--- src/hdl/icache_pkg.sv ---
package icache_pkg;

    //////////////////////////////////////////////////////////////////////
    // cache geometry
    //////////////////////////////////////////////////////////////////////

    // 16 sets
    localparam int index_width = 4;

    // 4 words per line
    localparam int offset_width = 2;

    localparam int num_ways = 2;
    localparam int num_sets = 1 << index_width;

    // address bits above index, offset and byte select
    localparam int tag_width = 32 - 2 - index_width - offset_width;

    // whole refill line
    localparam int line_width = 32 * (1 << offset_width);

    //////////////////////////////////////////////////////////////////////
    // request opcodes and controller states
    //////////////////////////////////////////////////////////////////////

    typedef enum logic [0:0] {
        op_fetch       = 1'b0,
        // clears both ways of the set at the address index
        op_index_inval = 1'b1
    } op_e;

    typedef enum logic [2:0] {
        s_idle      = 3'd0,
        s_lookup    = 3'd1,
        s_miss_req  = 3'd2,
        s_miss_wait = 3'd3,
        s_respond   = 3'd4,
        s_inval     = 3'd5
    } ctrl_state_e;

endpackage

--- src/hdl/icache_data_array.sv ---
module icache_data_array (
    input  logic                               clk,
    input  logic [icache_pkg::index_width-1:0] rd_index,
    output logic [icache_pkg::line_width-1:0]  rd_line0,
    output logic [icache_pkg::line_width-1:0]  rd_line1,
    input  logic [icache_pkg::num_ways-1:0]    wr_en,
    input  logic [icache_pkg::index_width-1:0] wr_index,
    input  logic [icache_pkg::line_width-1:0]  wr_line
);

    logic [icache_pkg::line_width-1:0] line_mem [icache_pkg::num_ways][icache_pkg::num_sets];

    // both ways read every cycle, the select stage picks one
    always_ff @(posedge clk) begin
        rd_line0 <= line_mem[0][rd_index];
        rd_line1 <= line_mem[1][rd_index];
    end

    // refill writes one whole line into the chosen way
    always_ff @(posedge clk) begin
        for (int w = 0; w < icache_pkg::num_ways; w++) begin
            if (wr_en[w]) begin
                line_mem[w][wr_index] <= wr_line;
            end
        end
    end

endmodule

--- config.mk ---
export PLATFORM = sky130hd
export DESIGN_NAME = icache_data_array
export DESIGN_NICKNAME = d
export VERILOG_FILES = /design/src/hdl/icache_pkg.sv /design/src/hdl/icache_data_array.sv
export SDC_FILE = /design/constraint.sdc
export NUM_CORES = 2
export LEC_CHECK = 0
export BUFFER_PORTS_ARGS = -buffer_cell sky130_fd_sc_hd__buf_4
export CORE_AREA = 2 2 525 527
export CTS_CLUSTER_DIAMETER = 60
export DETAILED_ROUTE_END_ITERATION = 12
export DIE_AREA = 0 0 527 529
export PLACE_DENSITY = 0.8
export SYNTH_ARGS = -nofsm -noshare
export SYNTH_HDL_FRONTEND = slang
export SYNTH_SLANG_ARGS = --single-unit
export TNS_END_PERCENT = 50
--- constraint.sdc ---
create_clock -name clk -period 12.3 [get_ports clk]
set_input_delay 0.615 -clock clk [delete_from_list [all_inputs] [get_ports clk]]
set_output_delay 0.615 -clock clk [all_outputs]
set_load 0.05 [all_outputs]
### Word level (Yosys, flattened, before mapping)

Memories as Yosys holds them, arrays and structs flattened.
Index checks and enable logic that the tools add are counted.

| operators by class | value |
|---|---|
| order comparisons | 3 |
| muxes and demuxes | 12 |
| bitwise operators | 2 |
| reductions and logical operators | 1 |

Operators with widths:

| cell | count |
|---|---|
| $mux W2048 | 2 |
| $bmux W128 S4 | 2 |
| $mux W128 | 5 |
| $demux W128 S4 | 1 |
| $ge A5 B5 Y1 const B | 2 |
| $not A4 Y5 | 2 |
| $lt A5 B1 Y1 const B | 1 |
| $mux W1 | 2 |
| $logic_and A1 B1 Y1 | 1 |

| word-level totals | value |
|---|---|
| register bits | 256 |
| bits in writable memories | 4096 |
| input bits | 139 |
| output and inout port bits | 256 |
| memories kept | 1 |

Memories:

| name | depth | bits a word | read ports | clocked after memory_dff | write ports | RTL line | RTL |
|---|---|---|---|---|---|---|---|
| line_mem | 2 | 2048 | 2 | 0 | 2 | icache_data_array.sv:11 | `logic [icache_pkg::line_width-1:0] line_mem [icache_pkg::num_ways][icache_pkg::num_sets];` |

### Longest topological paths before layout

| depth | value |
|---|---|
| word-level depth | 6 |
| depth in mapped cells | 8 |
| mapped depth without buffers | 3 |

### Worst setup path before layout

OpenSTA, ideal clock, no wires.

| timing path | value |
|---|---|
| path type | input-to-reg |
| start point | input wr_index[3] (netlist name) |
| end point | memory line_mem[0][3968] (netlist name) (enable) |
| setup time | 772 ps |
| arrival time | 9769 ps |
| required time | 11528 ps |
| setup slack | 1759 ps |
| stages on the path | 2 |
| path through | or3b_2 > nor3_1 |

RTL lines:

| element | RTL line | RTL |
|---|---|---|
| start, declared | icache_data_array.sv:7 | `input logic [icache_pkg::index_width-1:0] wr_index,` |
| end, declared | icache_data_array.sv:11 |  |

### Worst setup path after layout

| timing path | value |
|---|---|
| start point | input rd_index[1] (netlist name) |
| end point | register rd_line1[66] (netlist name) |

| on the way | value |
|---|---|
| word-level cells in the longest chain between the ends | 4 |

RTL lines:

| element | RTL line | RTL |
|---|---|---|
| start, declared | icache_data_array.sv:3 | `input logic [icache_pkg::index_width-1:0] rd_index,` |
| $not A4 Y5 (not written as such) | icache_data_array.sv:16 | `rd_line1 <= line_mem[1][rd_index];` |
| $bmux W128 S4 | icache_data_array.sv:16 |  |
| $mux W128 (not written as such) (2 in series) | icache_data_array.sv:16 |  |
| end signal, assigned | icache_data_array.sv:16 |  |
| end, declared | icache_data_array.sv:5 | `output logic [icache_pkg::line_width-1:0] rd_line1,` |

No other way between the ends. The select of a mux whose other input is x is not followed.

==> reports/metrics.csv <==
metric,value,unit
clockRootBuffer,clkbuf_16,
globalplace.congestion,0.765,
syn_to_final_growth,13.6,%
die_area,0.279,sq mm
period_minus_slack,3950,ps
final_common_cell,edfxtp_1,
finalSetupTns,0,ps
clock-sinks,4352,
critPathMostFrequentCell,buf_4,
path_delay_family,buffers and inverters,
hold_viol_final,0,
rr_startpoint,line_mem[0][247],
initial_core_util,57.8,%
ir_drop,0.000143,V
synth-main-ff-cell,edfxtp_1,
die_x,527,um
hold_depth,1,
finalSetupViolCount,0,
endpoint_kind,flip-flop,
hold_path.class,input pin to flip-flop,
worst_ep_arrival_time,4740,ps
ys_seq_area_share,81.2,%
synth_area_per_cell,24.0,sq um
cp-startpoint,rd_index[1],
core_area,0.273,sq mm
dp.cells,10300,
clk_latency,940,ps
synthCells,6559,
r2r-end,rd_line0[119],
ios,395,
powerDensity,176,mW/mm^2
worstPathCellList,buf_8 -> buf_4 -> buf_4 -> buf_4 -> mux4_2 -> a22oi_1 -> nand2_1,
status,"finished, final reports clean",
relSlewSlack,3.32,%
routedWlPerCell,39.4,um
drt_iter0_markers,13300,
cts_hold_buf,0,
startpoint_type,input pin,
num_vias,78600,
antenna_found_initial,51,
grt_max_degree,143,
holdCritStartpoint,wr_line[69],
drv_slew,0,
remaining_drc_errors,0,
r2r_cells,3,
drive_gt1_share,29.7,%
fmax,253,MHz
rsz0062_at_grt,no,
synth_area,0.158,sq mm
die_y,529,um
post-route-period-util,32.1,%
final_cell_mix,"edfxtp_1 (4096), mux4_2 (1024), buf_4 (508)",
tightest_slew,1450,ps
synth_warnings,0,
critPathMaxStageDelay,930,ps
n_fill_cell,16000,
post_cts_buffers,0,
numPortBuffers,394,
dp_hpwl,203000,um
cts_made_buffers,414,
cts_resized,0,
synth_seq_cells,4352,
grt_use_total,31.5,%
synth_edf_count,4096,
cp.required,13090,ps
htree_levels,5,
r2r_setup_slack,10610,ps
cap_violations,0,
dr.pass1.iters,6,
routed_wl,439000,um
grt-ovfl-total,0,
num_rows,192,
cts_tree,done,
cts_buffer_depth,4,
p_leak,0.0571,uW
grt_pass1_vias,80700,
path_class,input pin to flip-flop,
final_nets,7306,
grt_pass1_wl,614000,um
crit_buf_inv,4,
slowest_stage,buf_4,
synth.distinct_cells,20,
async_reset_ff_share,0,%
syn_nets,6698,
path_max_fanout,63,
via_per_inst,7.05,
holdPathEnd,line_mem[0][965],
finalClockSkew,76.0,ps
ant_nets,0,
final_cells,11100,
cts.clk_slew.worst_paths,60,ps
cells in the mapped netlist, types with 3 or more instances:
cell      number  area share, %
edfxtp_1    4096             78
mux4_2      1024             15
a22oi_1      374            1.8
dfxtp_1      256            3.2
nand2_1      193           0.46
o22ai_1      138           0.55
clkbuf_1     136           0.32
buf_2        125           0.40
nor2_1        97           0.23
buf_1         55           0.13
buf_4         26           0.12
nand2b_1      10          0.040
nor3_1         8          0.025
nor2b_1        6          0.024
nand3b_1       4          0.019
and2_1         3          0.012
or2_2          3          0.012
worst max-delay path by stage:
stage,end,cells past startpoint
floorplan,line_mem[0][3968],2
global placement,rd_line1[58],7
detailed placement,rd_line1[114],7
CTS,rd_line1[66],7
global route,rd_line1[66],7
finish,rd_line1[66],7
per-layer routing:
metal	up-vias	GRT usage (%)	wire length, um
met3	1227	7.04	57200
met2	6891	50.6	215000
met1	41100	41.4	143000
met4	30	15.3	23600
met5	-	0	196
li1	29300	-	-
cell families (layout without fill, tap and decap cells):
group,Yosys count,after routing,synth area share (%)
multiplexers,1024,1024,14.6
AO/OA/AOI/OAI,512,512,2.33
AND/OR/NAND/NOR,327,327,0.834
other,0,34,0
buffers and inverters,344,1309,0.989
flip-flops,4352,4352,81.2
where the power goes:
group / switching, uW / internal (uW)
registers: 208 / 16600
clock network: 5540 / 7360
logic: 1280 / 626
total: 7030 / 24600
worst reg2reg max path, delay by kind of cell, from the launching register on:
family,cells,cell delay (ps)
and+or+nand+nor,1,340
muxes,1,490
AOI/OAI and AO/OA,1,250
DFF,1,380
sequential cells by signal (all words and copies together) (netlist names):
| signal | count |
|---|---|
| line_mem | 4096 |
| rd_line0 | 128 |
| rd_line1 | 128 |
metrics by stage:
step,util (%),power [uW],hold WS [ps],cell area [sq um],setup WS [ps]
3_3_place_gp,60.6,18900,646,165000,7600
5_1_grt,65.6,32200,67.1,179000,8190
3_5_place_dp,60.6,18900,652,165000,7540
6_report,65.6,31600,66.9,179000,8350
4_1_cts,65.6,31700,3.25,179000,8420
2_1_floorplan,-,18100,635,158000,1760
cell type report:
| cell class | count | area [sq um] | share of cell area [%] |
|---|---|---|---|
| Clock buffer | 540 | 11300 | 6.33 |
| Timing Repair Buffer | 536 | 4370 | 2.44 |
| Sequential cell | 4352 | 128000 | 71.5 |
| Clock inverter | 233 | 2330 | 1.30 |
| Antenna cell | 34 | 85.1 | 0.0475 |
| Multi-Input combinational cell | 1863 | 28400 | 15.8 |
| Tap cell | 3589 | 4490 | 2.51 |
Note: power is estimated with default switching activity, not from simulation.
