## src/hdl/icache_pkg.sv

```systemverilog
package icache_pkg;

    //////////////////////////////////////////////////////////////////////
    // cache geometry
    //////////////////////////////////////////////////////////////////////

    // 16 sets
    localparam int index_width = 4;

    // 4 words per line
    localparam int offset_width = 2;

    localparam int num_ways = 2;
    localparam int num_sets = 1 << index_width;

    // address bits above index, offset and byte select
    localparam int tag_width = 32 - 2 - index_width - offset_width;

    // whole refill line
    localparam int line_width = 32 * (1 << offset_width);

    //////////////////////////////////////////////////////////////////////
    // request opcodes and controller states
    //////////////////////////////////////////////////////////////////////

    typedef enum logic [0:0] {
        op_fetch       = 1'b0,
        // clears both ways of the set at the address index
        op_index_inval = 1'b1
    } op_e;

    typedef enum logic [2:0] {
        s_idle      = 3'd0,
        s_lookup    = 3'd1,
        s_miss_req  = 3'd2,
        s_miss_wait = 3'd3,
        s_respond   = 3'd4,
        s_inval     = 3'd5
    } ctrl_state_e;

endpackage

```

## src/hdl/icache_ctrl.sv

```systemverilog
module icache_ctrl (
    input  logic                            clk,
    input  logic                            rst,
    input  logic                            req_valid,
    input  icache_pkg::op_e                 req_op,
    input  icache_pkg::op_e                 held_op,
    output logic                            req_ready,
    input  logic [icache_pkg::num_ways-1:0] hit,
    output logic                            mem_req,
    input  logic                            mem_addr_ok,
    input  logic                            mem_data_ok,
    output logic                            load,
    output logic                            tag_wr,
    output logic                            data_wr,
    output logic                            inval,
    output logic                            touch,
    output logic                            touch_way,
    output logic                            capture,
    output logic                            use_refill,
    output logic                            sel_way,
    input  logic                            resp_valid,
    input  logic                            resp_ready,
    output icache_pkg::ctrl_state_e         state
);

    icache_pkg::ctrl_state_e next_state;

    always_ff @(posedge clk) begin
        if (rst) begin
            state <= icache_pkg::s_idle;
        end else begin
            state <= next_state;
        end
    end

    //////////////////////////////////////////////////////////////////////
    // next state and per-state strobes
    //////////////////////////////////////////////////////////////////////

    assign req_ready = (state == icache_pkg::s_idle);
    assign load      = req_valid && req_ready;
    assign mem_req   = (state == icache_pkg::s_miss_req);

    // way 1 hit picks way 1, otherwise way 0
    assign sel_way   = hit[1];
    assign touch_way = hit[1];

    always_comb begin
        next_state = state;
        tag_wr     = 1'b0;
        data_wr    = 1'b0;
        inval      = 1'b0;
        touch      = 1'b0;
        capture    = 1'b0;
        use_refill = 1'b0;
        case (state)
            icache_pkg::s_idle: begin
                if (load) begin
                    if (req_op == icache_pkg::op_index_inval) begin
                        next_state = icache_pkg::s_inval;
                    end else begin
                        next_state = icache_pkg::s_lookup;
                    end
                end
            end
            icache_pkg::s_lookup: begin
                if (|hit) begin
                    capture    = 1'b1;
                    touch      = 1'b1;
                    next_state = icache_pkg::s_respond;
                end else begin
                    next_state = icache_pkg::s_miss_req;
                end
            end
            icache_pkg::s_miss_req: begin
                if (mem_addr_ok) begin
                    next_state = icache_pkg::s_miss_wait;
                end
            end
            icache_pkg::s_miss_wait: begin
                // fill and answer on the same edge
                if (mem_data_ok) begin
                    tag_wr     = 1'b1;
                    data_wr    = 1'b1;
                    capture    = 1'b1;
                    use_refill = 1'b1;
                    next_state = icache_pkg::s_respond;
                end
            end
            icache_pkg::s_respond: begin
                if (resp_valid && resp_ready) begin
                    next_state = icache_pkg::s_idle;
                end
            end
            icache_pkg::s_inval: begin
                inval      = (held_op == icache_pkg::op_index_inval);
                next_state = icache_pkg::s_idle;
            end
            default: begin
                next_state = icache_pkg::s_idle;
            end
        endcase
    end

endmodule

```

## config.mk

```make
export PLATFORM = sky130hd
export DESIGN_NAME = icache_ctrl
export DESIGN_NICKNAME = d
export VERILOG_FILES = /design/src/hdl/icache_pkg.sv /design/src/hdl/icache_ctrl.sv
export SDC_FILE = /design/constraint.sdc
export NUM_CORES = 1
export LEC_CHECK = 0
export BUFFER_PORTS_ARGS = -buffer_cell sky130_fd_sc_hd__buf_2
export CAP_MARGIN = 20
export CORE_AREA = 2 2 39 41
export CTS_BUF_LIST = sky130_fd_sc_hd__clkbuf_8
export DETAILED_ROUTE_END_ITERATION = 6
export DIE_AREA = 0 0 41 43
export RECOVER_POWER = 50
export SYNTH_ARGS = -nofsm -noshare
export SYNTH_HDL_FRONTEND = slang
export SYNTH_SLANG_ARGS = --single-unit
```

## constraint.sdc

```tcl
create_clock -name clk -period 2.99 [get_ports clk]
set_input_delay 0.299 -clock clk [delete_from_list [all_inputs] [get_ports clk]]
set_output_delay 0.299 -clock clk [all_outputs]
set_load 0.05 [all_outputs]
```

# == Word-level counts from Yosys, hierarchy flattened ==
# Index checks and enable logic that the tools add are counted.
# classes
n_eq_ne,9
mux,13
reduce_logical,5
# ops
op,n
$mux 3,6
$pmux 3 s5,1
$eq 3x2->1 const B,2
$eq 3x3->1 const B,2
$mux 1,5
$ne 2x1->1 const B,2
$ne 2x2->1 const B,2
$reduce_and 4->1,1
$eq 3x1->1 const B,1
$logic_not 3->1,1
$logic_and 1x1->1,2
$pmux 1 s2,1
$reduce_or 2->1,1
# totals
reg_bits,3
in_bits,11
output_inout_bits,14
wordCells,28

# == Logic depth before layout (Yosys ltp) ==
# Gate-level depths: netlist of run 1.
# depth
depth_word,4
depth_mapped,4
depth_no_buf,3

# == Worst setup path after synthesis of run 1 ==
# No wires, ideal clock.
# synth_timing
path_kind,flip-flop to output port
startpoint,register state[0]
endpoint,output capture
arrival_time_ns,2.549
required_ns,2.691
slack_ns,0.142
path_stages_with_launch,5
path_buffers,1
cell_sequence,dfxtp_1 > buf_6 > nand2b_1 > nor3_1 > or2_1
# synth_via
elab_chain_len,2
word_cells_on_any_way,3
classes_between,eq/ne (2); mux (1)
# synth_lines
element,line,rtl
from (decl),icache_ctrl.sv:23,output icache_pkg::ctrl_state_e state
from (signal assigned),icache_ctrl.sv:30,state <= icache_pkg::s_idle;
from (signal assigned),icache_ctrl.sv:32,state <= next_state;
$eq 3x2->1 / $eq 3x1->1 (equally long branches),icache_ctrl.sv:56,case (state)
$pmux 1 s2 (*),icache_ctrl.sv:56,
to (decl),icache_ctrl.sv:18,"output logic capture,"
# Mark *: on every way between the ends. The rest lies on a longest branch, timed or not.

# == Final worst setup path of run 1 ==
# Same ends and word-level chain as after synthesis.

==> impl_metrics.tcl, run 1 <==
set metrics [dict create \
    fin_crit_ns 1.80 \
    drc 0 \
    final_max_slew_viol_count 0 \
    yosysWarnings 0 \
    synth_top_cell_area_share_pct 21.2 \
    top_regs "state: 3 flops" \
    grt_usage_pct 9.74 \
    post_synth.cell_area_avg_um2 7.64 \
    antenna_found_initial 0 \
    synth_seq_area_share_pct 21.2 \
    clk_pin_slew_ns 0.03 \
    clock-sinks 3 \
    wl_per_cell_um 8.80 \
    p_leak_nw 0.197 \
    timing_worst_setup_path_type "reg2out" \
    grt-ovfl-total 0 \
    finalSetupViolCount 0 \
    synthCells 37 \
    vias 317 \
    dp_worst_setup_slack_ns 1.43 \
    final_common_cell "buf_2" \
    hold_viol_final 0 \
    end_kind "primary output" \
    peakVddDrop_uv 181 \
    cp_max_fo 12 \
    cts_buffers 3 \
    powerDensity_nw_per_um2 696 \
    routed_wl_um 660 \
    dpl.cell_count 71 \
    initial_utilization_pct 20.4 \
    stdcell_area_um2 399 \
    worst_setup_path_start_kind "flop" \
    coreArea_um2 1380 \
    final.setup.tns_ns 0 \
    cts_tree "yes" \
    vias_per_cell 4.23 \
    cts_buffer_depth 2 \
    drt_iter0_drc 2 \
    antenna_cells 0 \
    power_mw 0.278 \
    cts_hold_buf 0 \
    clkLatencyLatePin_ns 0.21 \
    cp_data_arrival_time_ns 1.50 \
    holdCritPathClass "in2reg" \
    cts-resized-gates 0 \
    ys_types 19 \
    regMostFlops "state" \
    drv_cap 0 \
    worst_pin_slew_ns 0.595 \
    fp.dieW_um 41 \
    nets 71 \
    die_area_um2 1760 \
    largest_reg_flops 3 \
    htree_levels 1 \
    grt_max_degree 13 \
    fin_ws_ns 1.19 \
    drive_gt1_share_pct 40.7 \
    layoutNonFillerInstCount 75 \
    final_cell_mix "buf_2, nor2_1, clkbuf_1" \
    syn_area_um2 283 \
    rsz0062_at_grt "no" \
    postCtsSetupBuffers 0 \
    syn-num-nets 48 \
    fin_skew_ns 0.000955 \
    ant_nets 0 \
    hold_ws_ns 0.387 \
    cts_root_buf "clkbuf_8" \
    globalplace.congestion 0.715 \
    synth_seq_cells 3 \
    ios 25 \
    relSlewSlack_pct 60.5 \
    grt_pass1_vias 297 \
    syn_to_final_growth_pct 41.2 \
    drt_first_pass_iters 2 \
    required_ns 2.69 \
    portBuffers 24 \
    fp.dieH_um 43 \
    fin_crit_sh_pct 60.2 \
    rows 14 \
    fin_util_pct 28.8 \
    clock.fmax_mhz 556 \
    placed_area_um2 374 \
    status "complete, no violations" \
    synth_area_leaders "dfxtp_1, buf_4, nor2_1" \
    grt_pass1_wl_mm 1.12 \
    synth.largest_area_cell "dfxtp_1" \
]
-- worst paths after layout --
kind,cells past startpoint,start,slack (ns),endpoint
worst max register to register,3,state[0],1.64,state[2]
worst min-delay path,3,rst,0.39,state[0]
worst min register to register,2,state[2],0.58,state[2]
worst max-delay path,4,state[0],1.19,capture
-- Yosys cell counts --
library cell,count
nand4_1,1
nand3_1,1
a31o_1,1
inv_1,1
buf_6,1
nor2_1,6
o41ai_2,1
and2_1,1
nand2_4,1
a21oi_1,3
or2_1,1
dfxtp_1,3
or2_2,1
nand2b_1,3
a311o_1,1
buf_4,5
nand2_1,2
nor4b_2,1
nor3_1,3
-- power by group --
part	leakage [nW]	internal, mW	total, mW	switching (mW)
clock network	0.0269	0.0872	0.111	0.0243
registers	0.0247	0.0453	0.0559	0.0107
logic	0.145	0.0298	0.110	0.0806
-- per-layer routing --
metal / wire, µm / vias to the layer above / global-route usage [%] / share of wire (%)
met5: 0 / - / 0 / 0
met4: 0 / 0 / 6.00 / 0
met3: 62 / 0 / 4.71 / 9.4
met2: 316 / 14 / 15.3 / 48
met1: 281 / 136 / 9.65 / 43
li1: - / 167 / - / -
-- final cells by class --
class	count	area, µm²
Timing Repair Buffer	24	114
Fill cell	164	985
Inverter	1	3.75
Sequential cell	3	60.1
Tap cell	16	20.0
Clock buffer	3	41.3
Multi-Input combinational cell	27	156
Clock inverter	1	3.75
-- critical path, cell delays in order (launching register included) --
cell and delay [ns]:
dfxtp_1 0.51, nand2_1 0.19, nor2_1 0.21, or2_1 0.12
buf_2 0.25
-- cells by family after synthesis --
| group | Yosys count | share of synthesized area (%) |
|---|---|---|
| and+or+nand+nor | 21 | 42.5 |
| AOI/OAI and AO/OA | 6 | 17.7 |
| DFF | 3 | 21.2 |
| buffers and inverters | 7 | 18.6 |
Note: power is estimated with default switching activity, not from simulation.
==> inputs of run 2 (changes only) <==
- clock period: 2.99 -> 1.8 ns (I/O delays scaled with it)
==> run 2 against run 1 <==
Utilization grew 3.3 points. Cell area grew 12%. Clock-buffer cell count is the same. Final cell count grew 1.3%.
==> impl_metrics.tcl, run 2 (synthesis results as in run 1) <==
set metrics [dict create \
    drt_iter0_drc 3 \
    vias_per_cell 4.24 \
    final_max_slew_viol_count 0 \
    grt-ovfl-total 0 \
    clock-sinks 3 \
    grt_pass1_vias 285 \
    final.setup.tns_ns 0 \
    drv_cap 0 \
    clk_pin_slew_ns 0.03 \
    clkLatencyLatePin_ns 0.22 \
    cts_hold_buf 0 \
    drive_gt1_share_pct 51.7 \
    final_common_cell "buf_2" \
    antenna_found_initial 0 \
    fin_crit_ns 1.63 \
    grt_use_met3_pct 4.71 \
    rsz0062_at_grt "no" \
    top_regs "state: 3 flops" \
    fp.dieW_um 41 \
    peakVddDrop_uv 454 \
    initial_utilization_pct 20.4 \
    grt_usage_pct 10.4 \
    final_cell_mix "buf_2, clkbuf_1, nor2_1" \
    relSlewSlack_pct 60.5 \
    cts-resized-gates 0 \
    syn_to_final_growth_pct 57.5 \
    portBuffers 24 \
    cp_data_arrival_time_ns 1.45 \
    hpwlAfterDp_um 597 \
    required_ns 1.62 \
    finalSetupViolCount 0 \
    cts_root_buf "clkbuf_8" \
    grt_pass1_wl_mm 1.17 \
    grt_max_degree 13 \
    nets 72 \
    fp.dieH_um 43 \
    cts_buffers 3 \
    htree_levels 1 \
    use_met2_pct 14.4 \
    vias 322 \
    ant_nets 0 \
    cp_max_fo 7 \
    p_leak_nw 0.212 \
    wl_per_cell_um 10.1 \
    drt_first_pass_iters 3 \
    holdCritPathClass "in2reg" \
    r2r_setup_slack_ns 0.48 \
    timing_worst_setup_path_type "reg2out" \
    hold_viol_final 0 \
    routed_wl_um 768 \
    die_area_um2 1760 \
    end_kind "primary output" \
    rows 14 \
    fin_ws_ns 0.175 \
    powerDensity_nw_per_um2 1110 \
    globalplace.congestion 0.621 \
    worst_pin_slew_ns 0.594 \
    dp_worst_setup_slack_ns 0.402 \
    antenna_cells 0 \
    cts_tree "yes" \
    status "complete, no violations" \
    cts_buffer_depth 2 \
    coreArea_um2 1380 \
    regMostFlops "state" \
    fin_skew_ns 0.00273 \
    postCtsSetupBuffers 0 \
    grt_busiest_layer "met2" \
    ios 25 \
    grt.met1_usage_pct 11.6 \
    worst_setup_path_start_kind "flop" \
    clock.fmax_mhz 615 \
    largest_reg_flops 3 \
    fin_crit_sh_pct 90.3 \
    drc 0 \
]
run 2: report_power, final:
| part | switching [mW] | internal (mW) | total, mW |
|---|---|---|---|
| clock | 0.0466 | 0.145 | 0.192 |
| sequential | 0.0241 | 0.0759 | 0.100 |
| combinational | 0.142 | 0.0600 | 0.202 |
run 2: worst paths after layout:
| path | end | cells past startpoint | from |
|---|---|---|---|
| setup / recovery | capture | 4 | state[2] |
| hold / removal | state[0] | 3 | rst |
| setup reg to reg | state[2] | 3 | state[1] |
| hold reg to reg | state[0] | 2 | state[1] |
run 2: cell type report:
type                            count  area [µm²]
Fill cell                         155         938
Multi-Input combinational cell     27         198
Timing Repair Buffer               25         118
Sequential cell                     3        61.3
Clock buffer                        3        41.3
Tap cell                           16        20.0
Clock inverter                      1        3.75
Inverter                            1        3.75
run 2: critical path, stage by stage (launching register included):
cell      delay [ns]
dfxtp_1         0.50
nand2b_1        0.22
nor2_4          0.06
or2_4           0.23
buf_2           0.21
run 2: layer usage:
layer	wire (µm)	part of all wire, %
met5	0	0
met4	0	0
met3	50	6.5
met2	401	52
met1	316	41
run 2: metrics by stage:
step	hold slack [ns]	cell area [µm²]	power, mW	instances	utilization, %
after floorplan	0.367	318	0.271	37	-
after global placement	0.479	417	0.307	72	30.1
after detailed placement	0.479	417	0.309	72	30.1
after CTS	0.250	462	0.507	76	33.4
after global routing	0.269	445	0.519	76	32.2
final	0.255	445	0.494	76	32.2
