## src/hdl/icache_pkg.sv

```systemverilog
package icache_pkg;

    //////////////////////////////////////////////////////////////////////
    // cache geometry
    //////////////////////////////////////////////////////////////////////

    // 16 sets
    localparam int index_width = 4;

    // 4 words per line
    localparam int offset_width = 2;

    localparam int num_ways = 2;
    localparam int num_sets = 1 << index_width;

    // address bits above index, offset and byte select
    localparam int tag_width = 32 - 2 - index_width - offset_width;

    // whole refill line
    localparam int line_width = 32 * (1 << offset_width);

    //////////////////////////////////////////////////////////////////////
    // request opcodes and controller states
    //////////////////////////////////////////////////////////////////////

    typedef enum logic [0:0] {
        op_fetch       = 1'b0,
        // clears both ways of the set at the address index
        op_index_inval = 1'b1
    } op_e;

    typedef enum logic [2:0] {
        s_idle      = 3'd0,
        s_lookup    = 3'd1,
        s_miss_req  = 3'd2,
        s_miss_wait = 3'd3,
        s_respond   = 3'd4,
        s_inval     = 3'd5
    } ctrl_state_e;

endpackage

```

## src/hdl/icache_word_select.sv

```systemverilog
module icache_word_select (
    input  logic                              clk,
    input  logic                              rst,
    input  logic                              capture,
    input  logic                              use_refill,
    input  logic                              way,
    input  logic [icache_pkg::line_width-1:0] line0,
    input  logic [icache_pkg::line_width-1:0] line1,
    input  logic [icache_pkg::line_width-1:0] refill_line,
    input  logic [31:0]                       addr,
    input  logic                              resp_ready,
    output logic                              resp_valid,
    output logic [31:0]                       resp_pc,
    output logic [63:0]                       resp_data,
    output logic                              resp_flag
);

    logic [icache_pkg::line_width-1:0]   line;
    logic [icache_pkg::offset_width-1:0] word;
    logic [63:0]                         pair;

    // refill line bypasses the array on a miss
    assign line = use_refill ? refill_line : (way ? line1 : line0);
    assign word = addr[icache_pkg::offset_width+1:2];

    // aligned pair of words that holds the requested word
    assign pair = line[word[icache_pkg::offset_width-1:1]*64 +: 64];

    always_ff @(posedge clk) begin
        if (capture) begin
            resp_pc <= addr;
            if (word[0]) begin
                // odd word, upper slot unusable
                resp_data <= {32'h0, pair[63:32]};
                resp_flag <= 1'b0;
            end else begin
                resp_data <= pair;
                resp_flag <= 1'b1;
            end
        end
    end

    always_ff @(posedge clk) begin
        if (rst) begin
            resp_valid <= 1'b0;
        end else if (capture) begin
            resp_valid <= 1'b1;
        end else if (resp_ready) begin
            resp_valid <= 1'b0;
        end
    end

endmodule

```

## config.mk

```make
export PLATFORM = sky130hd
export DESIGN_NAME = icache_word_select
export DESIGN_NICKNAME = d
export VERILOG_FILES = /design/src/hdl/icache_pkg.sv /design/src/hdl/icache_word_select.sv
export SDC_FILE = /design/constraint.sdc
export NUM_CORES = 1
export LEC_CHECK = 0
export ABC_AREA = 1
export BUFFER_PORTS_ARGS = -buffer_cell sky130_fd_sc_hd__buf_2
export CORE_AREA = 2 2 200 202
export DETAILED_ROUTE_END_ITERATION = 8
export DIE_AREA = 0 0 202 204
export SLEW_MARGIN = 40
export SYNTH_ARGS = -nofsm -noshare
export SYNTH_HDL_FRONTEND = slang
export SYNTH_SLANG_ARGS = --single-unit
```

## constraint.sdc

```tcl
create_clock -name clk -period 1.8 [get_ports clk]
set_input_delay 0.36 -clock clk [delete_from_list [all_inputs] [get_ports clk]]
set_output_delay 0.36 -clock clk [all_outputs]
set_load 0.05 [all_outputs]
```

* After elaboration in Yosys (flattened, before gate mapping)
Index checks and enable logic that the tools add are counted.
Operators by class: mux-type cells 6, shifts and indexed selects 1, reductions and logical operators 1
Operator list (number):
- 128-bit 2-to-1 mux | 2
- 128-bit by 8-bit variable part select with 64-bit output | 1
- 32-bit 2-to-1 mux | 1
- 1-bit 2-to-1 mux | 3
- 2-bit nonzero test | 1
Word-level totals: register bits after elaboration 98, logic and storage cells 13, input bits 422, output and inout port bits 98

* Logic depth before layout (Yosys ltp)
Gate-level depths: netlist of the first run.
depth after elaboration 4, gate-level depth with buffers 10, gate-level depth less buffers 7

* Least setup slack after synthesis of the first run
No wires, ideal clock.
kind input to register, start input use_refill, end register resp_data[10] (data pin), data required time 1547 ps, arrival time 1123 ps, setup time 253 ps, cell stages on the path 9, setup slack 424 ps, buffers on the path 3, path through buf_4 -> inv_4 -> buf_6 -> buf_4 -> nand3_1 -> nand2_1 -> nand2_1 -> nand2_1 -> nand2_1
On the way: word-level cells in the longest chain between the ends 3
Ends and longest elaborated chain:
- from (decl) | line icache_word_select.sv:5 | input logic use_refill,
- 128-bit 2-to-1 mux | line icache_word_select.sv:23 | assign line = use_refill ? refill_line : (way ? line1 : line0);
- 128-bit by 8-bit variable part select with 64-bit output | line icache_word_select.sv:27 | assign pair = line[word[icache_pkg::offset_width-1:1]*64 +: 64];
- 32-bit 2-to-1 mux | line icache_word_select.sv:32 | if (word[0]) begin
- to (signal assigned) | line icache_word_select.sv:34 | resp_data <= {32'h0, pair[63:32]};
- to (signal assigned) | line icache_word_select.sv:37 | resp_data <= pair;
- to (decl) | line icache_word_select.sv:14 | output logic [63:0] resp_data,
Every way passes these cells. A chain may end at the register's enable or synchronous reset.

* Worst setup path in the final report of the first run
start register resp_data[38], end output resp_data[38]
No word-level cell between the ends.

==> results of run 1 <==
final timing paths:
kind                 startpoint            end  slack (ns)
setup / recovery  resp_data[38]  resp_data[38]        0.34
hold / removal              rst     resp_valid        0.11
setup reg to reg     resp_valid     resp_valid        1.20
hold reg to reg      resp_valid     resp_valid        0.51
cell type report:
type                    count  area (µm²)  area share
well taps                 525       656.9     0.06010
multi-input cells         930        3732      0.3415
repair buffers            563        3158      0.2889
flip-flops and latches     98        2933      0.2683
inverters                  37       146.4     0.01339
clock inverters             7       78.83    0.007212
clock buffers               9       225.2     0.02060
layer usage:
| layer | vias up | wire length [µm] | GRT usage |
|---|---|---|---|
| met2 | 403 | 21570 | 0.3710 |
| met3 | 51 | 2818 | 0.05054 |
| met5 | - | 56 | 0 |
| met1 | 4204 | 14490 | 0.1936 |
| met4 | 8 | 1330 | 0.07642 |
| li1 | 4612 | - | - |
worst register-to-register path, cell delays in order, from the launching register on:
cell and delay (ns):
dfxtp_1 0.32, a21oi_1 0.14, nor2_1 0.05
per-stage QoR:
stage | hold WS (ns) | power [mW]
after floorplan | 0.4324 | 4.473
after global routing | 0.09314 | 8.101
after CTS | 0.08027 | 7.825
after detailed placement | 0.4892 | 5.712
final | 0.1147 | 7.664
after global placement | 0.4710 | 5.712
cells by family (layout without fill, tap and decap cells):
kind of cell,count (synthesis),after routing
AOI/OAI and AO/OA,65,65
buffers and inverters,116,616
DFF,98,98
and+or+nand+nor,865,865
synth_stat cells (all sizes together):
| library cell | instances | area share |
|---|---|---|
| a21oi | 65 | 0.045 |
| buf | 61 | 0.050 |
| inv | 37 | 0.020 |
| dfxtp | 1 | 0.0028 |
| clkbuf | 18 | 0.0093 |
| nor2 | 193 | 0.10 |
| nand3 | 128 | 0.088 |
| nand2 | 544 | 0.28 |
| edfxtp | 97 | 0.40 |
power by group through the flow:
stage / clock network [mW] / logic [mW] / registers [mW]
global placement: 0 / 2.82 / 2.89
finish: 2.05 / 2.78 / 2.84
CTS: 2.15 / 2.83 / 2.85
global route: 2.22 / 3.02 / 2.86
detailed placement: 0 / 2.82 / 2.89
floorplan: 0 / 0.850 / 3.62
flip-flops by register name, indices dropped and copies added, names as in the netlist:
name,flops
resp_pc,32
resp_flag,1
resp_valid,1
resp_data,64
==> flow_summary_export.csv, run 1 <==
group,metric,value,unit
worst_hold_path,min_path_cells,2,
timing,fmax,684.4,MHz
cells_and_area,num-fill-cells,4417,
synthesis,synthXorXnorAreaFrac,0,
cts,insertion_delay,0.39,ns
cells_and_area,design_area,10930,µm²
cells_and_area,fin_util,0.2790,
detailed_routing,dr.pass1.iters,5,
timing,slew_violations,0,
synthesis,synthCells,1144,
floorplan,start_util,0.1848,
power_and_ir_drop,vdd_ir_drop_max,0.4574,mV
power_and_ir_drop,seqPwrFrac,0.370,
synthesis,synth_top_family_by_area,"simple AND/OR/NAND/NOR gates",
detailed_routing,avgViaCountPerCell,4.278,
global_routing,track_usage,0.1915,
cts,cts_sinks,98,
setup_path,ff2ff_path_depth,2,
cts,cts_max_path_buffers,2,
synthesis,yosys_warnings,0,
setup_path,endpoint_kind,"primary output",
global_routing,grt_pass1_wl,57390,µm
synthesis,synth.mux.area_fraction,0,
timing,finalSetupViolCount,0,
floorplan,core-area,39180,µm²
power_and_ir_drop,powerDensity,701.1,nW/µm²
placement,port_buffers,519,
timing,tightest_slew,0.4297,ns
synthesis,syn_avg_cell_area,6.328,µm²
setup_path,crit_arrival,1.10,ns
detailed_routing,wirelength,40260,µm
setup_path,slowest_stage,"edfxtp_1",
cts,cts.clk_slew.worst_paths,0.08,ns
cts,cts-resized-gates,0,
setup_path,max_stage_delay,0.42,ns
placement,placed_cells_incl_taps,2153,
synthesis,syn-num-nets,1566,
detailed_routing,vias,9278,
cells_and_area,drive_above_1_share,0.3540,
cells_and_area,final_cell_mix,"nand2_1 (544), buf_2 (517), nor2_1 (193)",
setup_path,required,1.44,ns
worst_hold_path,hold_path_class,"in -> reg",
setup_path,crit_buf_inv,1,
detailed_routing,drc,0,
power_and_ir_drop,p_leak,5.772,nW
flow_run,maxCapViolCount,0,
timing,tns,0,ns
global_routing,grt.overflow.total,0,
power_and_ir_drop,switching_share,0.3950,
cts,cts_tree,"done",
synthesis,synth-simple-area-share,0.4706,
cells_and_area,area_growth_syn_to_layout,50.99,%
timing,worst_slack,0.3389,ns
synthesis,synth_cell_types,14,
floorplan,fp.dieW,202,µm
global_routing,grt_max_degree,57,
setup_path,path_cells,"buf_2",
global_routing,grt_pass1_vias,9427,
timing,hold_violations,0,
power_and_ir_drop,switching_power,3.027,mW
synthesis,synth_compound_area_frac,0.04494,
cts,ctsHtreeMaxLevel,3,
floorplan,die-area,41210,µm²
setup_path,criticalPathCategory,"reg -> out",
floorplan,rows,73,
cells_and_area,fin_nets,2061,
cts,cts_buffers,9,
floorplan,die_y,204,µm
cells_and_area,n_antenna_cell,0,
placement,gp_congestion,0.9810,
timing,rsz0062_at_grt,"no",
synthesis,syn_area,7239,µm²
cells_and_area,finalNonFillerCells,2169,
detailed_routing,drt-initial-drc-count,456,
cells_and_area,layout_commonest_cell,"nand2_1",
setup_path,critPathTopFamily,"flip-flops",
timing,fin_skew,0,ns
timing,min_period,1.461,ns
synthesis,synth-adder-area-share,0,
setup_path,cp_num_cells,1,
cts,cts-root-buf,"clkbuf_16",
detailed_routing,ant_nets,0,
power_and_ir_drop,combPwrFrac,0.362,
global_routing,antenna_found_initial,5,
synthesis,synth_seq_cells,98,
floorplan,io_pins,520,
timing,slew_headroom,0.7135,
cts,cts_hold_buf,0,
placement,postPlaceCellArea,10630,µm²
placement,place_ws,-0.05835,ns
setup_path,critPathLaunchType,"flop",
timing,fin_crit_sh,0.8117,
run_status,status,"complete, no violations",
detailed_routing,wire_per_inst,18.56,µm
power_and_ir_drop,p_clk_frac,0.267,
cts,post-cts-setup-buffers,0,
placement,dp_hpwl,33150,µm
power_and_ir_drop,p_int,4.636,mW
synthesis,ys_seq_area_frac,0.4051,
setup_path,crit_path_max_fanout,1,
No activity file was read; power rests on OpenSTA's default activity.
==> run 2: changes to the inputs <==
Settings changed: ABC_AREA 1 to 0, CORE_AREA 2 2 200 202 to 2 2 202 204, DIE_AREA 0 0 202 204 to 0 0 204 206.
Clock period 1.8 ns to 1.3 ns, I/O delays scaled along.
==> run 2 against run 1 <==
Against the previous run: the flow now finishes with violations (setup timing); area after synthesis is 4.0% lower; synthesized cell count is 54% lower; power is 36% higher; largest cell class is now buffers; global-route usage is 6.4 points lower; register-to-register slack worse by 0.49 ns; utilization is 0.61 points lower; routed wire length is 29% lower; non-clock buffer count is 12 higher; count of clock-buffer cells in the layout stayed put; critical endpoint is now resp_data[12]; via count is 31% lower; worst hold slack worse by 0.076 ns.
==> flow_summary_export.csv, run 2 <==
group,metric,value,unit
synthesis,syn_area,6952,µm²
setup_path,max_stage_delay,0.48,ns
cts,post-cts-setup-buffers,0,
synthesis,synthXorXnorAreaFrac,0,
cts,cts_sinks,98,
worst_hold_path,hold_path_class,"in -> reg",
cts,insertion_delay,0.38,ns
cells_and_area,final_cell_mix,"buf_2 (487), mux2i_1 (157), inv_1 (109)",
timing,hold_violations,0,
detailed_routing,drt-initial-drc-count,284,
synthesis,synth_top_family_by_area,"multiplexers",
synthesis,yosysMostFrequentCell,"mux2i_1",
detailed_routing,wl_met3,2537,µm
cells_and_area,n_antenna_cell,0,
cells_and_area,drive_above_1_share,0.6295,
placement,dp_hpwl,23520,µm
cts,cts_hold_buf,0,
timing,holdWs,0.03881,ns
detailed_routing,avgViaCountPerCell,3.986,
detailed_routing,vias,6414,
setup_path,ff2ff_path_depth,2,
detailed_routing,met2_length,14960,µm
setup_path,ff2ff_setup_slack,0.71,ns
placement,postPlaceCellArea,10420,µm²
synthesis,synth_flop_cell,"edfxtp_1",
global_routing,track_usage,0.1276,
cts,cts.clk_slew.worst_paths,0.08,ns
detailed_routing,wirelength,28710,µm
synthesis,async_flop_share,0,
floorplan,die_y,206,µm
setup_path,endpoint_kind,"primary output",
timing,rsz0062_at_grt,"yes",
floorplan,core-area,40180,µm²
power_and_ir_drop,powerDensity,952.1,nW/µm²
floorplan,fp.dieW,204,µm
synthesis,synth-simple-area-share,0.01782,
synthesis,yosys-top-cells-count,"mux2i_1 (160), inv_1 (109), edfxtp_1 (97)",
flow_run,maxCapViolCount,0,
synthesis,synth_compound_area_frac,0.0007199,
floorplan,io_pins,520,
cts,ctsHtreeMaxLevel,3,
detailed_routing,drc,0,
placement,placed_cells_incl_taps,1589,
synthesis,netlist.area_leader.share,0.4190,
synthesis,yosys_warnings,0,
cts,cts_buffers,9,
detailed_routing,wire_per_inst,17.84,µm
timing,slew_violations,0,
setup_path,crit_buf_inv,1,
synthesis,synth_cell_types,13,
timing,fmax,755.8,MHz
worst_hold_path,hold_start,"rst",
cells_and_area,layout_commonest_cell,"buf_2",
power_and_ir_drop,vdd_ir_drop_max,0.4599,mV
floorplan,rows,74,
detailed_routing,top_layer,"met5",
timing,fin_skew,0,ns
setup_path,required,1.04,ns
detailed_routing,dr.pass1.iters,4,
cts,cts_tree,"done",
cells_and_area,design_area,10970,µm²
setup_path,reg2reg_to,"resp_valid",
placement,gp_congestion,0.9364,
cells_and_area,area_growth_syn_to_layout,57.74,%
synthesis,synth_area_leaders,"edfxtp_1 (42%), mux2i_1 (23%), mux4_2 (21%)",
cells_and_area,fin_nets,1494,
timing,tightest_slew,0.3272,ns
detailed_routing,wl_met1,10510,µm
timing,min_period,1.323,ns
synthesis,synth_edf_count,97,
synthesis,syn-num-nets,943,
cells_and_area,top_register,"resp_data",
setup_path,critPathLaunchType,"flop",
worst_hold_path,min_path_cells,2,
timing,fin_crit_sh,1.018,
setup_path,crit_arrival,1.06,ns
timing,slew_headroom,0.7819,
timing,finalSetupViolCount,2,
timing,worst_slack,-0.02310,ns
power_and_ir_drop,p_leak,5.628,nW
setup_path,criticalPathCategory,"reg -> out",
synthesis,synth_largest_area_cell,"edfxtp_1",
run_status,violations,"setup timing",
timing,tns,-0.04105,ns
power_and_ir_drop,finalPower,10.44,mW
synthesis,syn_avg_cell_area,13.34,µm²
setup_path,critPathTopFamily,"flip-flops",
setup_path,path_cells,"buf_6",
worst_hold_path,min_to,"resp_valid",
global_routing,grt_pass1_wl,38860,µm
placement,port_buffers,519,
synthesis,ys_seq_area_frac,0.4219,
cells_and_area,finalNonFillerCells,1609,
global_routing,antenna_found_initial,1,
synthesis,synth_seq_cells,98,
detailed_routing,ant_nets,0,
global_routing,grt_pass1_vias,6689,
global_routing,grt.overflow.total,0,
floorplan,die-area,42020,µm²
setup_path,slowest_stage,"edfxtp_1",
cts,cts-root-buf,"clkbuf_16",
cells_and_area,largestRegisters,"resp_data x64, resp_pc x32",
synthesis,synth-adder-area-share,0,
synthesis,synthCells,521,
setup_path,crit_path_max_fanout,1,
cells_and_area,largest_register_ffs,64,
global_routing,grt_max_degree,49,
setup_path,timing.rr.start,"resp_valid",
run_status,status,"finished, violations left",
cts,cts_max_path_buffers,2,
synthesis,synth.mux.area_fraction,0.4377,
cells_and_area,num-fill-cells,4247,
floorplan,start_util,0.1730,
-- run 2: kinds of logic after synthesis --
kind of cell / Yosys count
muxes: 224
and+or+nand+nor: 33
DFF: 98
AOI/OAI and AO/OA: 1
buffers and inverters: 165
-- run 2: worst max-delay path by stage --
stage / from / endpoint / slack (ns) / cells past startpoint
CTS: resp_data[12] / resp_data[12] / -0.08 / 1
global route: resp_data[12] / resp_data[12] / -0.06 / 1
floorplan: way / resp_data[13] / -0.07 / 5
global placement: way / resp_data[0] / -0.45 / 6
detailed placement: way / resp_data[0] / -0.49 / 6
finish: resp_data[12] / resp_data[12] / -0.02 / 1
-- run 2: cell type report --
cell class | instances | area, µm² | share of cell area
clock inverters | 7 | 58.81 | 0.005363
clock buffers | 9 | 225.2 | 0.02054
multi-input cells | 258 | 3192 | 0.2911
well taps | 532 | 665.6 | 0.06070
flip-flops and latches | 98 | 2933 | 0.2675
repair buffers | 575 | 3403 | 0.3104
inverters | 130 | 488.0 | 0.04450
-- run 2: report_power, final --
part	leakage (nW)	internal (mW)	switching (mW)	total, mW
Combinational	4.54	1.56	2.21	3.77
Clock	0.134	1.33	1.38	2.71
Sequential	0.953	3.85	0.105	3.95
-- run 2: stage by stage --
stage	worst slack, ns	utilization
2_1_floorplan	-0.07060	-
3_3_place_gp	-0.4501	0.2594
3_5_place_dp	-0.4856	0.2594
4_1_cts	-0.08135	0.2697
5_1_grt	-0.05993	0.2729
6_report	-0.02310	0.2729
-- run 2: per-layer routing --
metal,global-route usage,up-vias
met5,0,-
met4,0.04891,2
met3,0.04257,31
met2,0.2360,344
met1,0.1333,3063
li1,-,2974
-- run 2: timing repair --
action                     4_1_cts  5_1_grt
cloned                           1        3
setup endpoints to repair       25       19
gates resized for setup         31       22
